### src/logic/dma_pkg.sv
package dma_pkg;

   // ========================================
   // bus widths
   // ========================================
   typedef logic [31:0] addr_t;
   typedef logic [63:0] data_t;
   typedef logic [7:0]  strb_t;
   typedef logic [3:0]  bus_tag_t;

   // axi size codes, upper bit unused
   typedef enum logic [2:0] {
      SZ_BYTE  = 3'd0,
      SZ_HALF  = 3'd1,
      SZ_WORD  = 3'd2,
      SZ_DWORD = 3'd3
   } dma_size_e;

   // ========================================
   // buffer entry status
   // ========================================
   typedef enum logic [1:0] {
      ST_IDLE,
      ST_QUEUED,
      ST_PENDING,
      ST_DONE
   } entry_state_e;

   typedef enum logic [1:0] {
      ERR_NONE,
      ERR_ALIGN,
      ERR_ECC,
      ERR_ADDR
   } dma_err_e;

   typedef enum logic [1:0] {
      OKAY   = 2'd0,
      SLVERR = 2'd2,
      DECERR = 2'd3
   } axi_resp_e;

endpackage

### src/logic/dma_access_check.sv
`timescale 1ns/1ps

module dma_access_check import dma_pkg::*; #(
   parameter addr_t DCCM_BASE = 32'hF004_0000,
   parameter addr_t DCCM_SIZE = 32'h0001_0000
) (
   input  addr_t     head_addr,
   input  dma_size_e head_sz,
   input  strb_t     head_strb,
   input  logic      head_write,
   output logic      addr_err,
   output logic      align_err,
   output addr_t     mem_addr,
   output dma_size_e mem_sz
);

   logic  in_dccm;
   logic  misalign, bad_wr_sz, bad_word_strb, bad_dword_strb;
   logic  lo_half, hi_half;
   addr_t offset;

   // offset wraps below base, so one compare covers both ends
   assign offset   = head_addr - DCCM_BASE;
   assign in_dccm  = (offset < DCCM_SIZE);
   assign addr_err = ~in_dccm;

   assign misalign = ((head_sz == SZ_HALF) & head_addr[0]) |
                     ((head_sz == SZ_WORD) & (|head_addr[1:0])) |
                     ((head_sz == SZ_DWORD) & (|head_addr[2:0]));

   // dccm only takes word and dword writes
   assign bad_wr_sz = head_write & ((head_sz == SZ_BYTE) | (head_sz == SZ_HALF));

   assign bad_word_strb = head_write & (head_sz == SZ_WORD) &
                          (head_strb[{head_addr[2], 2'b00} +: 4] != 4'hf);

   assign lo_half = (head_strb == 8'h0f);
   assign hi_half = (head_strb == 8'hf0);

   assign bad_dword_strb = head_write & (head_sz == SZ_DWORD) &
                           ~(lo_half | hi_half | (head_strb == 8'hff));

   assign align_err = in_dccm & (misalign | bad_wr_sz | bad_word_strb | bad_dword_strb);

   // ========================================
   // half-dword writes go out as a word
   // ========================================
   assign mem_sz   = (head_write & (lo_half | hi_half)) ? SZ_WORD : head_sz;
   assign mem_addr = (head_write & hi_half) ? {head_addr[31:3], 1'b1, head_addr[1:0]}
                                            : head_addr;

endmodule

### src/logic/dma_cmd_decode.sv
`timescale 1ns/1ps

module dma_cmd_decode import dma_pkg::*; (
   input  logic       clk,
   input  logic       rst_n,
   input  logic       dma_axi_awvalid,
   input  bus_tag_t   dma_axi_awid,
   input  addr_t      dma_axi_awaddr,
   input  logic [2:0] dma_axi_awsize,
   input  logic       dma_axi_wvalid,
   input  data_t      dma_axi_wdata,
   input  strb_t      dma_axi_wstrb,
   input  logic       dma_axi_arvalid,
   input  bus_tag_t   dma_axi_arid,
   input  addr_t      dma_axi_araddr,
   input  logic [2:0] dma_axi_arsize,
   input  logic       buf_full,
   output logic       dma_axi_awready,
   output logic       dma_axi_wready,
   output logic       dma_axi_arready,
   output logic       cmd_valid,
   output logic       cmd_write,
   output addr_t      cmd_addr,
   output dma_size_e  cmd_sz,
   output data_t      cmd_wdata,
   output strb_t      cmd_strb,
   output bus_tag_t   cmd_tag
);

   logic      aw_vld, w_vld, ar_vld;
   logic      aw_xfer, w_xfer, ar_xfer;
   logic      cmd_sent, wr_sent, rd_sent;
   logic      wr_ready_cmd, prio;
   addr_t     aw_addr, ar_addr;
   dma_size_e aw_sz, ar_sz;
   bus_tag_t  aw_tag, ar_tag;
   data_t     w_data;
   strb_t     w_strb;

   assign aw_xfer = dma_axi_awvalid & dma_axi_awready;
   assign w_xfer  = dma_axi_wvalid & dma_axi_wready;
   assign ar_xfer = dma_axi_arvalid & dma_axi_arready;

   // write needs both address and data beats
   assign wr_ready_cmd = aw_vld & w_vld;
   assign cmd_valid    = wr_ready_cmd | ar_vld;
   assign cmd_write    = (wr_ready_cmd & ar_vld) ? prio : wr_ready_cmd;
   assign cmd_sent     = cmd_valid & ~buf_full;
   assign wr_sent      = cmd_sent & cmd_write;
   assign rd_sent      = cmd_sent & ~cmd_write;

   assign cmd_addr  = cmd_write ? aw_addr : ar_addr;
   assign cmd_sz    = cmd_write ? aw_sz : ar_sz;
   assign cmd_tag   = cmd_write ? aw_tag : ar_tag;
   assign cmd_wdata = w_data;
   assign cmd_strb  = w_strb;

   assign dma_axi_awready = ~(aw_vld & ~wr_sent);
   assign dma_axi_wready  = ~(w_vld & ~wr_sent);
   assign dma_axi_arready = ~(ar_vld & ~rd_sent);

   always_ff @(posedge clk or negedge rst_n) begin
      if (!rst_n) begin
         aw_vld <= 1'b0;
         w_vld  <= 1'b0;
         ar_vld <= 1'b0;
         prio   <= 1'b0;
      end else begin
         // a new beat on the send cycle keeps the flag set
         aw_vld <= aw_xfer | (aw_vld & ~wr_sent);
         w_vld  <= w_xfer | (w_vld & ~wr_sent);
         ar_vld <= ar_xfer | (ar_vld & ~rd_sent);
         if (cmd_sent) begin
            prio <= ~prio;
         end
      end
   end

   always_ff @(posedge clk) begin
      if (aw_xfer) begin
         aw_addr <= dma_axi_awaddr;
         aw_sz   <= dma_size_e'(dma_axi_awsize);
         aw_tag  <= dma_axi_awid;
      end
      if (w_xfer) begin
         w_data <= dma_axi_wdata;
         w_strb <= dma_axi_wstrb;
      end
      if (ar_xfer) begin
         ar_addr <= dma_axi_araddr;
         ar_sz   <= dma_size_e'(dma_axi_arsize);
         ar_tag  <= dma_axi_arid;
      end
   end

   a_cmd_held : assert property (@(posedge clk) disable iff (!rst_n)
      cmd_valid && !cmd_sent |=> cmd_valid);

endmodule

### src/logic/dma_buffer.sv
`timescale 1ns/1ps

module dma_buffer import dma_pkg::*; #(
   parameter int DEPTH = 4
) (
   input  logic                     clk,
   input  logic                     rst_n,
   input  logic                     cmd_valid,
   input  logic                     cmd_write,
   input  addr_t                    cmd_addr,
   input  dma_size_e                cmd_sz,
   input  data_t                    cmd_wdata,
   input  strb_t                    cmd_strb,
   input  bus_tag_t                 cmd_tag,
   input  logic                     addr_err,
   input  logic                     align_err,
   input  addr_t                    mem_addr,
   input  dma_size_e                mem_sz,
   input  logic                     dccm_ready,
   input  logic                     dccm_dma_rvalid,
   input  logic [$clog2(DEPTH)-1:0] dccm_dma_rtag,
   input  data_t                    dccm_dma_rdata,
   input  logic                     dccm_dma_ecc_error,
   input  logic                     rsp_sent,
   output logic                     buf_full,
   output addr_t                    head_addr,
   output dma_size_e                head_sz,
   output strb_t                    head_strb,
   output logic                     head_write,
   output logic                     dma_mem_req,
   output logic [$clog2(DEPTH)-1:0] dma_mem_tag,
   output addr_t                    dma_mem_addr,
   output logic [2:0]               dma_mem_sz,
   output logic                     dma_mem_write,
   output data_t                    dma_mem_wdata,
   output logic                     rsp_valid,
   output logic                     rsp_write,
   output bus_tag_t                 rsp_tag,
   output data_t                    rsp_data,
   output dma_err_e                 rsp_err
);

   localparam int PTR_W = $clog2(DEPTH);

   entry_state_e st [DEPTH];
   addr_t        e_addr [DEPTH];
   dma_size_e    e_sz [DEPTH];
   strb_t        e_strb [DEPTH];
   logic         e_write [DEPTH];
   bus_tag_t     e_tag [DEPTH];
   data_t        e_data [DEPTH];
   dma_err_e     e_err [DEPTH];

   logic [PTR_W-1:0] wr_ptr, rd_ptr, rsp_ptr;
   logic [PTR_W+1:0] num_vld;
   logic             cmd_sent, head_queued, head_err;

   function automatic logic [PTR_W-1:0] ptr_inc(input logic [PTR_W-1:0] p);
      return (p == PTR_W'(DEPTH - 1)) ? '0 : p + 1'b1;
   endfunction

   assign cmd_sent = cmd_valid & ~buf_full;

   // ========================================
   // issue side
   // ========================================
   assign head_addr   = e_addr[rd_ptr];
   assign head_sz     = e_sz[rd_ptr];
   assign head_strb   = e_strb[rd_ptr];
   assign head_write  = e_write[rd_ptr];
   assign head_queued = (st[rd_ptr] == ST_QUEUED);
   assign head_err    = head_queued & (addr_err | align_err);

   assign dma_mem_req   = head_queued & ~(addr_err | align_err) & dccm_ready;
   assign dma_mem_tag   = rd_ptr;
   assign dma_mem_addr  = mem_addr;
   assign dma_mem_sz    = mem_sz;
   assign dma_mem_write = e_write[rd_ptr];
   assign dma_mem_wdata = e_data[rd_ptr];

   assign rsp_valid = (st[rsp_ptr] == ST_DONE);
   assign rsp_write = e_write[rsp_ptr];
   assign rsp_tag   = e_tag[rsp_ptr];
   assign rsp_data  = e_data[rsp_ptr];
   assign rsp_err   = e_err[rsp_ptr];

   // occupancy one cycle ahead, registered into buf_full
   always_comb begin
      num_vld = (PTR_W + 2)'(cmd_sent) - (PTR_W + 2)'(rsp_sent);
      for (int i = 0; i < DEPTH; i++) begin
         num_vld += (PTR_W + 2)'(st[i] != ST_IDLE);
      end
   end

   always_ff @(posedge clk or negedge rst_n) begin
      if (!rst_n) begin
         for (int i = 0; i < DEPTH; i++) begin
            st[i] <= ST_IDLE;
         end
         wr_ptr   <= '0;
         rd_ptr   <= '0;
         rsp_ptr  <= '0;
         buf_full <= 1'b0;
      end else begin
         buf_full <= (num_vld >= (PTR_W + 2)'(DEPTH));
         if (cmd_sent) begin
            st[wr_ptr] <= ST_QUEUED;
            wr_ptr     <= ptr_inc(wr_ptr);
         end
         if (head_err | dma_mem_req) begin
            st[rd_ptr] <= (head_err | e_write[rd_ptr]) ? ST_DONE : ST_PENDING;
            rd_ptr     <= ptr_inc(rd_ptr);
         end
         if (dccm_dma_rvalid) begin
            st[dccm_dma_rtag] <= ST_DONE;
         end
         if (rsp_sent) begin
            st[rsp_ptr] <= ST_IDLE;
            rsp_ptr     <= ptr_inc(rsp_ptr);
         end
      end
   end

   // entry payload and error record
   always_ff @(posedge clk) begin
      if (cmd_sent) begin
         e_addr[wr_ptr]  <= cmd_addr;
         e_sz[wr_ptr]    <= cmd_sz;
         e_strb[wr_ptr]  <= cmd_strb;
         e_write[wr_ptr] <= cmd_write;
         e_tag[wr_ptr]   <= cmd_tag;
         e_data[wr_ptr]  <= cmd_wdata;
         e_err[wr_ptr]   <= ERR_NONE;
      end
      if (head_err) begin
         e_err[rd_ptr]  <= addr_err ? ERR_ADDR : ERR_ALIGN;
         e_data[rd_ptr] <= {32'b0, e_addr[rd_ptr]};
      end
      if (dccm_dma_rvalid) begin
         e_err[dccm_dma_rtag]  <= dccm_dma_ecc_error ? ERR_ECC : ERR_NONE;
         e_data[dccm_dma_rtag] <= dccm_dma_ecc_error ? {32'b0, e_addr[dccm_dma_rtag]}
                                                     : dccm_dma_rdata;
      end
   end

   a_wr_free : assert property (@(posedge clk) disable iff (!rst_n)
      cmd_sent |-> st[wr_ptr] == ST_IDLE);

   a_rtag_pending : assert property (@(posedge clk) disable iff (!rst_n)
      dccm_dma_rvalid |-> st[dccm_dma_rtag] == ST_PENDING);

endmodule

### src/logic/dma_rsp_return.sv
`timescale 1ns/1ps

module dma_rsp_return import dma_pkg::*; (
   input  logic      rsp_valid,
   input  logic      rsp_write,
   input  bus_tag_t  rsp_tag,
   input  data_t     rsp_data,
   input  dma_err_e  rsp_err,
   input  logic      dma_axi_bready,
   input  logic      dma_axi_rready,
   output logic      dma_axi_bvalid,
   output axi_resp_e dma_axi_bresp,
   output bus_tag_t  dma_axi_bid,
   output logic      dma_axi_rvalid,
   output axi_resp_e dma_axi_rresp,
   output bus_tag_t  dma_axi_rid,
   output data_t     dma_axi_rdata,
   output logic      dma_axi_rlast,
   output logic      rsp_sent
);

   axi_resp_e resp;

   always_comb begin
      case (rsp_err)
         ERR_ALIGN, ERR_ECC: resp = SLVERR;
         ERR_ADDR:           resp = DECERR;
         default:            resp = OKAY;
      endcase
   end

   // write results go to B, reads to R
   assign dma_axi_bvalid = rsp_valid & rsp_write;
   assign dma_axi_bresp  = resp;
   assign dma_axi_bid    = rsp_tag;
   assign dma_axi_rvalid = rsp_valid & ~rsp_write;
   assign dma_axi_rresp  = resp;
   assign dma_axi_rid    = rsp_tag;
   assign dma_axi_rdata  = rsp_data;
   assign dma_axi_rlast  = 1'b1;

   assign rsp_sent = (dma_axi_bvalid & dma_axi_bready) | (dma_axi_rvalid & dma_axi_rready);

endmodule

### src/logic/dma_ctrl.sv
`timescale 1ns/1ps

module dma_ctrl import dma_pkg::*; #(
   parameter int    DEPTH     = 4,
   parameter addr_t DCCM_BASE = 32'hF004_0000,
   parameter addr_t DCCM_SIZE = 32'h0001_0000
) (
   input  logic                     clk,
   input  logic                     rst_n,
   input  logic                     dma_axi_awvalid,
   output logic                     dma_axi_awready,
   input  bus_tag_t                 dma_axi_awid,
   input  addr_t                    dma_axi_awaddr,
   input  logic [2:0]               dma_axi_awsize,
   input  logic                     dma_axi_wvalid,
   output logic                     dma_axi_wready,
   input  data_t                    dma_axi_wdata,
   input  strb_t                    dma_axi_wstrb,
   output logic                     dma_axi_bvalid,
   input  logic                     dma_axi_bready,
   output logic [1:0]               dma_axi_bresp,
   output bus_tag_t                 dma_axi_bid,
   input  logic                     dma_axi_arvalid,
   output logic                     dma_axi_arready,
   input  bus_tag_t                 dma_axi_arid,
   input  addr_t                    dma_axi_araddr,
   input  logic [2:0]               dma_axi_arsize,
   output logic                     dma_axi_rvalid,
   input  logic                     dma_axi_rready,
   output bus_tag_t                 dma_axi_rid,
   output data_t                    dma_axi_rdata,
   output logic [1:0]               dma_axi_rresp,
   output logic                     dma_axi_rlast,
   output logic                     dma_mem_req,
   output logic [$clog2(DEPTH)-1:0] dma_mem_tag,
   output addr_t                    dma_mem_addr,
   output logic [2:0]               dma_mem_sz,
   output logic                     dma_mem_write,
   output data_t                    dma_mem_wdata,
   input  logic                     dccm_ready,
   input  logic                     dccm_dma_rvalid,
   input  logic [$clog2(DEPTH)-1:0] dccm_dma_rtag,
   input  data_t                    dccm_dma_rdata,
   input  logic                     dccm_dma_ecc_error
);

   // command path
   logic      cmd_valid, cmd_write, buf_full;
   addr_t     cmd_addr;
   dma_size_e cmd_sz;
   data_t     cmd_wdata;
   strb_t     cmd_strb;
   bus_tag_t  cmd_tag;

   // head entry check
   addr_t     head_addr, mem_addr;
   dma_size_e head_sz, mem_sz;
   strb_t     head_strb;
   logic      head_write, addr_err, align_err;

   // response path
   logic      rsp_valid, rsp_write, rsp_sent;
   bus_tag_t  rsp_tag;
   data_t     rsp_data;
   dma_err_e  rsp_err;
   axi_resp_e bresp, rresp;

   assign dma_axi_bresp = bresp;
   assign dma_axi_rresp = rresp;

   dma_cmd_decode u_cmd_decode (
      .clk, .rst_n,
      .dma_axi_awvalid, .dma_axi_awid, .dma_axi_awaddr, .dma_axi_awsize,
      .dma_axi_wvalid, .dma_axi_wdata, .dma_axi_wstrb,
      .dma_axi_arvalid, .dma_axi_arid, .dma_axi_araddr, .dma_axi_arsize,
      .buf_full,
      .dma_axi_awready, .dma_axi_wready, .dma_axi_arready,
      .cmd_valid, .cmd_write, .cmd_addr, .cmd_sz, .cmd_wdata, .cmd_strb, .cmd_tag
   );

   dma_buffer #(.DEPTH(DEPTH)) u_buffer (
      .clk, .rst_n,
      .cmd_valid, .cmd_write, .cmd_addr, .cmd_sz, .cmd_wdata, .cmd_strb, .cmd_tag,
      .addr_err, .align_err, .mem_addr, .mem_sz,
      .dccm_ready, .dccm_dma_rvalid, .dccm_dma_rtag, .dccm_dma_rdata, .dccm_dma_ecc_error,
      .rsp_sent, .buf_full,
      .head_addr, .head_sz, .head_strb, .head_write,
      .dma_mem_req, .dma_mem_tag, .dma_mem_addr, .dma_mem_sz, .dma_mem_write,
      .dma_mem_wdata,
      .rsp_valid, .rsp_write, .rsp_tag, .rsp_data, .rsp_err
   );

   dma_access_check #(.DCCM_BASE(DCCM_BASE), .DCCM_SIZE(DCCM_SIZE)) u_access_check (
      .head_addr, .head_sz, .head_strb, .head_write,
      .addr_err, .align_err, .mem_addr, .mem_sz
   );

   dma_rsp_return u_rsp_return (
      .rsp_valid, .rsp_write, .rsp_tag, .rsp_data, .rsp_err,
      .dma_axi_bready, .dma_axi_rready,
      .dma_axi_bvalid, .dma_axi_bresp(bresp), .dma_axi_bid,
      .dma_axi_rvalid, .dma_axi_rresp(rresp), .dma_axi_rid, .dma_axi_rdata,
      .dma_axi_rlast, .rsp_sent
   );

endmodule

### config.mk
export PLATFORM = sky130hd
export DESIGN_NAME = dma_ctrl
export DESIGN_NICKNAME = d
export VERILOG_FILES = /design/src/logic/dma_pkg.sv /design/src/logic/dma_access_check.sv /design/src/logic/dma_cmd_decode.sv /design/src/logic/dma_buffer.sv /design/src/logic/dma_rsp_return.sv /design/src/logic/dma_ctrl.sv
export SDC_FILE = /design/constraint.sdc
export NUM_CORES = 1
export LEC_CHECK = 0
export BUFFER_PORTS_ARGS = -buffer_cell sky130_fd_sc_hd__buf_2
export CELL_PAD_IN_SITES_DETAIL_PLACEMENT = 0
export CELL_PAD_IN_SITES_GLOBAL_PLACEMENT = 1
export CORE_MARGIN = 1
export CORE_UTILIZATION = 44
export DETAILED_ROUTE_END_ITERATION = 8
export GPL_TIMING_DRIVEN = 0
export PLACE_DENSITY = 0.87
export SLEW_MARGIN = 10
export SYNTH_ARGS = -nofsm -noshare
export SYNTH_HDL_FRONTEND = slang
export SYNTH_HIERARCHICAL = 1
export SYNTH_SLANG_ARGS = --single-unit
### constraint.sdc
create_clock -name clk -period 6.05 [get_ports clk]
set_input_delay 0.3025 -clock clk [delete_from_list [all_inputs] [get_ports clk]]
set_output_delay 0.3025 -clock clk [all_outputs]
set_load 0.05 [all_outputs]
==> impl_metrics.json <==
{
  "tritoncts": "done",
  "num_rows": 97,
  "wl_met1_um": 36700,
  "post-place-ws_ps": -147,
  "dr_wl_met3_um": 11400,
  "firstDrtPassIters": 7,
  "rsz0062_at_grt": "false",
  "gr-total-overflow": 0,
  "final_common_cell": "edfxtp_1",
  "gp_congestion": 0.908,
  "fin_skew_ps": 32.0,
  "period_needed_ps": 5850,
  "netlist_area_mm2": 0.0313,
  "worst_slew_pin_slew_ps": 1300,
  "ys.warnings.count": 6,
  "slowest_delay_ps": 600,
  "critPathTopFamily": "buffers and inverters",
  "port_buffers": 407,
  "clockBufferDepth": 3,
  "grt_max_degree": 51,
  "synth-async-reset-ratio_pct": 3.04,
  "pin_count": 411,
  "hold_start": "dccm_dma_rdata[54]",
  "synth_nets": 2386,
  "area_growth_pct": 23.7,
  "avgSynthCellArea_um2": 14.6,
  "layout.nets": 3028,
  "worstPathMaxFanout": 33,
  "drive_gt1_share_pct": 36.3,
  "synth-seq-cells": 625,
  "grt_usage_pct": 28.3,
  "htree_num_levels": 3,
  "drv_cap": 0,
  "post_synth_num_cell_types": 64,
  "viasPerCell": 6.17,
  "grt_pass1_wl_um": 149000,
  "start_kind": "flop",
  "dieArea_mm2": 0.0723,
  "die_x_um": 269,
  "hpwl_um": 70700,
  "cts_sinks": 625,
  "r2r-start": "u_buffer/dma_mem_tag[0]$_DFFE_PN0N_",
  "synth_xor_area_share_pct": 0.0280,
  "synth_compound_area_share_pct": 8.45,
  "max_freq_ghz": 0.171,
  "finalSetupViolCount": 0,
  "top_layer": "met5",
  "cpMaxStageDelayCell": "mux4_2",
  "grt_pass1_vias": 23579,
  "arrival_ps": 6170,
  "synth_flop_cell": "edfxtp_1",
  "synth_top_family_by_area": "multiplexers",
  "setup_slack_ps": 204,
  "syn_inst": 2143,
  "synth_mux_area_share_pct": 18.0,
  "slew-limit-headroom_pct": 13.5,
  "cp-startpoint": "u_buffer/dma_mem_tag[0]$_DFFE_PN0N_",
  "status": "finished, final reports clean",
  "yosys.area_share.adder_pct": 0.703,
  "synth.yosys.seq_area_share_pct": 59.5,
  "antenna_found_initial": 3,
  "initial_core_util_pct": 44.6,
  "hp-class": "input port to flop",
  "r2r_slack_ps": 200,
  "period_share_pct": 96.6,
  "clock_latency_ps": 630,
  "die_h_um": 269,
  "fp.coreArea_mm2": 0.0703,
  "vias": 23347,
  "path_cells": "buf_4 -> buf_4 -> buf_2 -> clkbuf_4 -> mux4_2 -> a21o_1 -> a21oi_1 -> a311oi_2 -> or2_2 -> clkbuf_1 -> a31oi_1 -> buf_2 -> buf_2 -> nand2_8 -> buf_16",
  "slew_violations": 0,
  "cts_buffers": 71,
  "synth_edf_count": 602,
  "required_ps": 6380,
  "drt-initial-drc-count": 3207,
  "postRouteAntennaNets": 0,
  "critPathCaptureType": "flop",
  "cts_setup_buffers": 0,
  "wl_met2_um": 51100,
  "cpMostUsedCell": "buf_2",
  "hold_viol": 0,
  "post_drt_wl_per_cell_um": 27.4,
  "mostFrequentLayoutCells": "602 x edfxtp_1, 451 x buf_2, 212 x mux4_2, 154 x dlygate4sd3_1, 144 x buf_4",
  "totalWireLength_um": 104000,
  "drc": 0,
  "crit_type": "flop to flop",
  "path_buf_inv": 8,
  "root_buffer": "clkbuf_16",
  "clk_pin_slew_ps": 60,
  "yosys.area_share.simple_pct": 7.17
}
[worst reg2reg max path: cells and delay by family (launching register included)]
family | cells | cell delay [ps]
buffers and inverters | 8 | 2860
AOI/OAI and AO/OA | 4 | 920
muxes | 1 | 620
and+or+nand+nor | 2 | 620
DFF | 1 | 520
[cells by family after synthesis]
group / after synthesis
and+or+nand+nor: 469
xor gates and xnor gates: 1
adders and majority gates: 17
other: 1
buffers and inverters: 338
muxes: 287
DFF: 625
AOI/OAI and AO/OA: 405
[final timing paths]
path | to | cells past startpoint
hold / removal | u_buffer/e_data[3][54]$_DFFE_PP_ | 3
min in group asynchronous | u_cmd_decode/aw_vld$_DFF_PN0_ | 2
setup reg to reg | u_buffer/e_data[3][24]$_DFFE_PP_ | 15
max in group asynchronous | u_buffer/rsp_ptr[1]$_DFFE_PN0P_ | 2
hold reg to reg | u_buffer/e_err[0][0]$_SDFFE_PP0P_ | 2
setup / recovery | u_buffer/e_data[3][24]$_DFFE_PP_ | 15
[flip-flops by register name, indices dropped and copies added (netlist names), 3 cells and up]
name,count
u_buffer/e_addr,128
u_buffer/e_err,8
u_buffer/e_write,4
u_cmd_decode/cmd_strb,8
u_buffer/e_tag,16
u_cmd_decode/aw_sz,3
u_cmd_decode/ar_tag,4
u_cmd_decode/cmd_wdata,64
u_cmd_decode/ar_sz,3
u_cmd_decode/aw_addr,32
u_cmd_decode/ar_addr,32
u_buffer/e_sz,12
u_buffer/st,8
u_buffer/e_data,256
u_cmd_decode/aw_tag,4
u_buffer/e_strb,32
[what timing repair did]
action                                 4_1_cts  5_1_grt
setup endpoints to repair                   65      171
resized for setup                            3        9
hold buffers                               154        0
endpoints found under the hold margin      172        0
cloned                                       1        0
[synthesized netlist by cell type, types with 3 or more instances]
library cell    n  area (µm²)
edfxtp_1      602       18100
mux4_2        212        4770
buf_4         144        1080
nand2_1       124         465
nor2_1        113         424
clkbuf_1      108         405
nand3_1       108         541
o21ai_0       106         531
a31oi_1        99         619
o22ai_1        98         613
mux2_2         59         664
buf_2          46         230
and2_1         43         269
nand2b_1       43         269
o2bb2ai_1      34         298
a221o_1        33         330
dfrtp_1        19         475
inv_1          17        63.8
buf_1          16        60.1
ha_1           16         200
a21oi_1        10        50.1
mux2_4         10         150
and3_1          6        37.5
buf_6           6        67.6
nor2b_1         6        37.5
a32oi_1         5        43.8
dfxtp_1         4        80.1
mux2i_1         4        40.0
or2_2           4        25.0
a221oi_1        3        26.3
nand4_1         3        18.8
o21ai_1         3        15.0
[final cells by class]
| cell class | count | area (µm²) |
|---|---|---|
| antenna | 1 | 2.50 |
| buffer | 320 | 1860 |
| clock buffer | 81 | 1840 |
| clock inverter | 50 | 559 |
| fill | 5481 | 31500 |
| inverter | 18 | 77.6 |
| multi-input combinational | 1181 | 10900 |
| sequential | 625 | 18600 |
| tap | 940 | 1180 |
| timing repair buffer | 568 | 3740 |
[routing by layer]
metal | global-route usage, % | up-vias
li1 | - | 9697
met1 | 35.3 | 11545
met2 | 48.0 | 1753
met3 | 5.87 | 350
met4 | 12.0 | 2
met5 | 0 | -
[stage by stage]
stage,hold slack [ps],setup TNS [ps],util (%),cell area [µm²],instances
floorplan,6.91,0,-,31300,2143
global placement,310,-350730,49.2,34500,3490
detailed placement,291,-8360,49.5,34800,3497
CTS,92.7,0,55.1,38700,3783
global route,123,0,55.1,38700,3784
finish,130,0,55.1,38700,3784
Power is not shown: default switching activity piles up to over one toggle a cycle in this logic, so the estimate is an artifact.
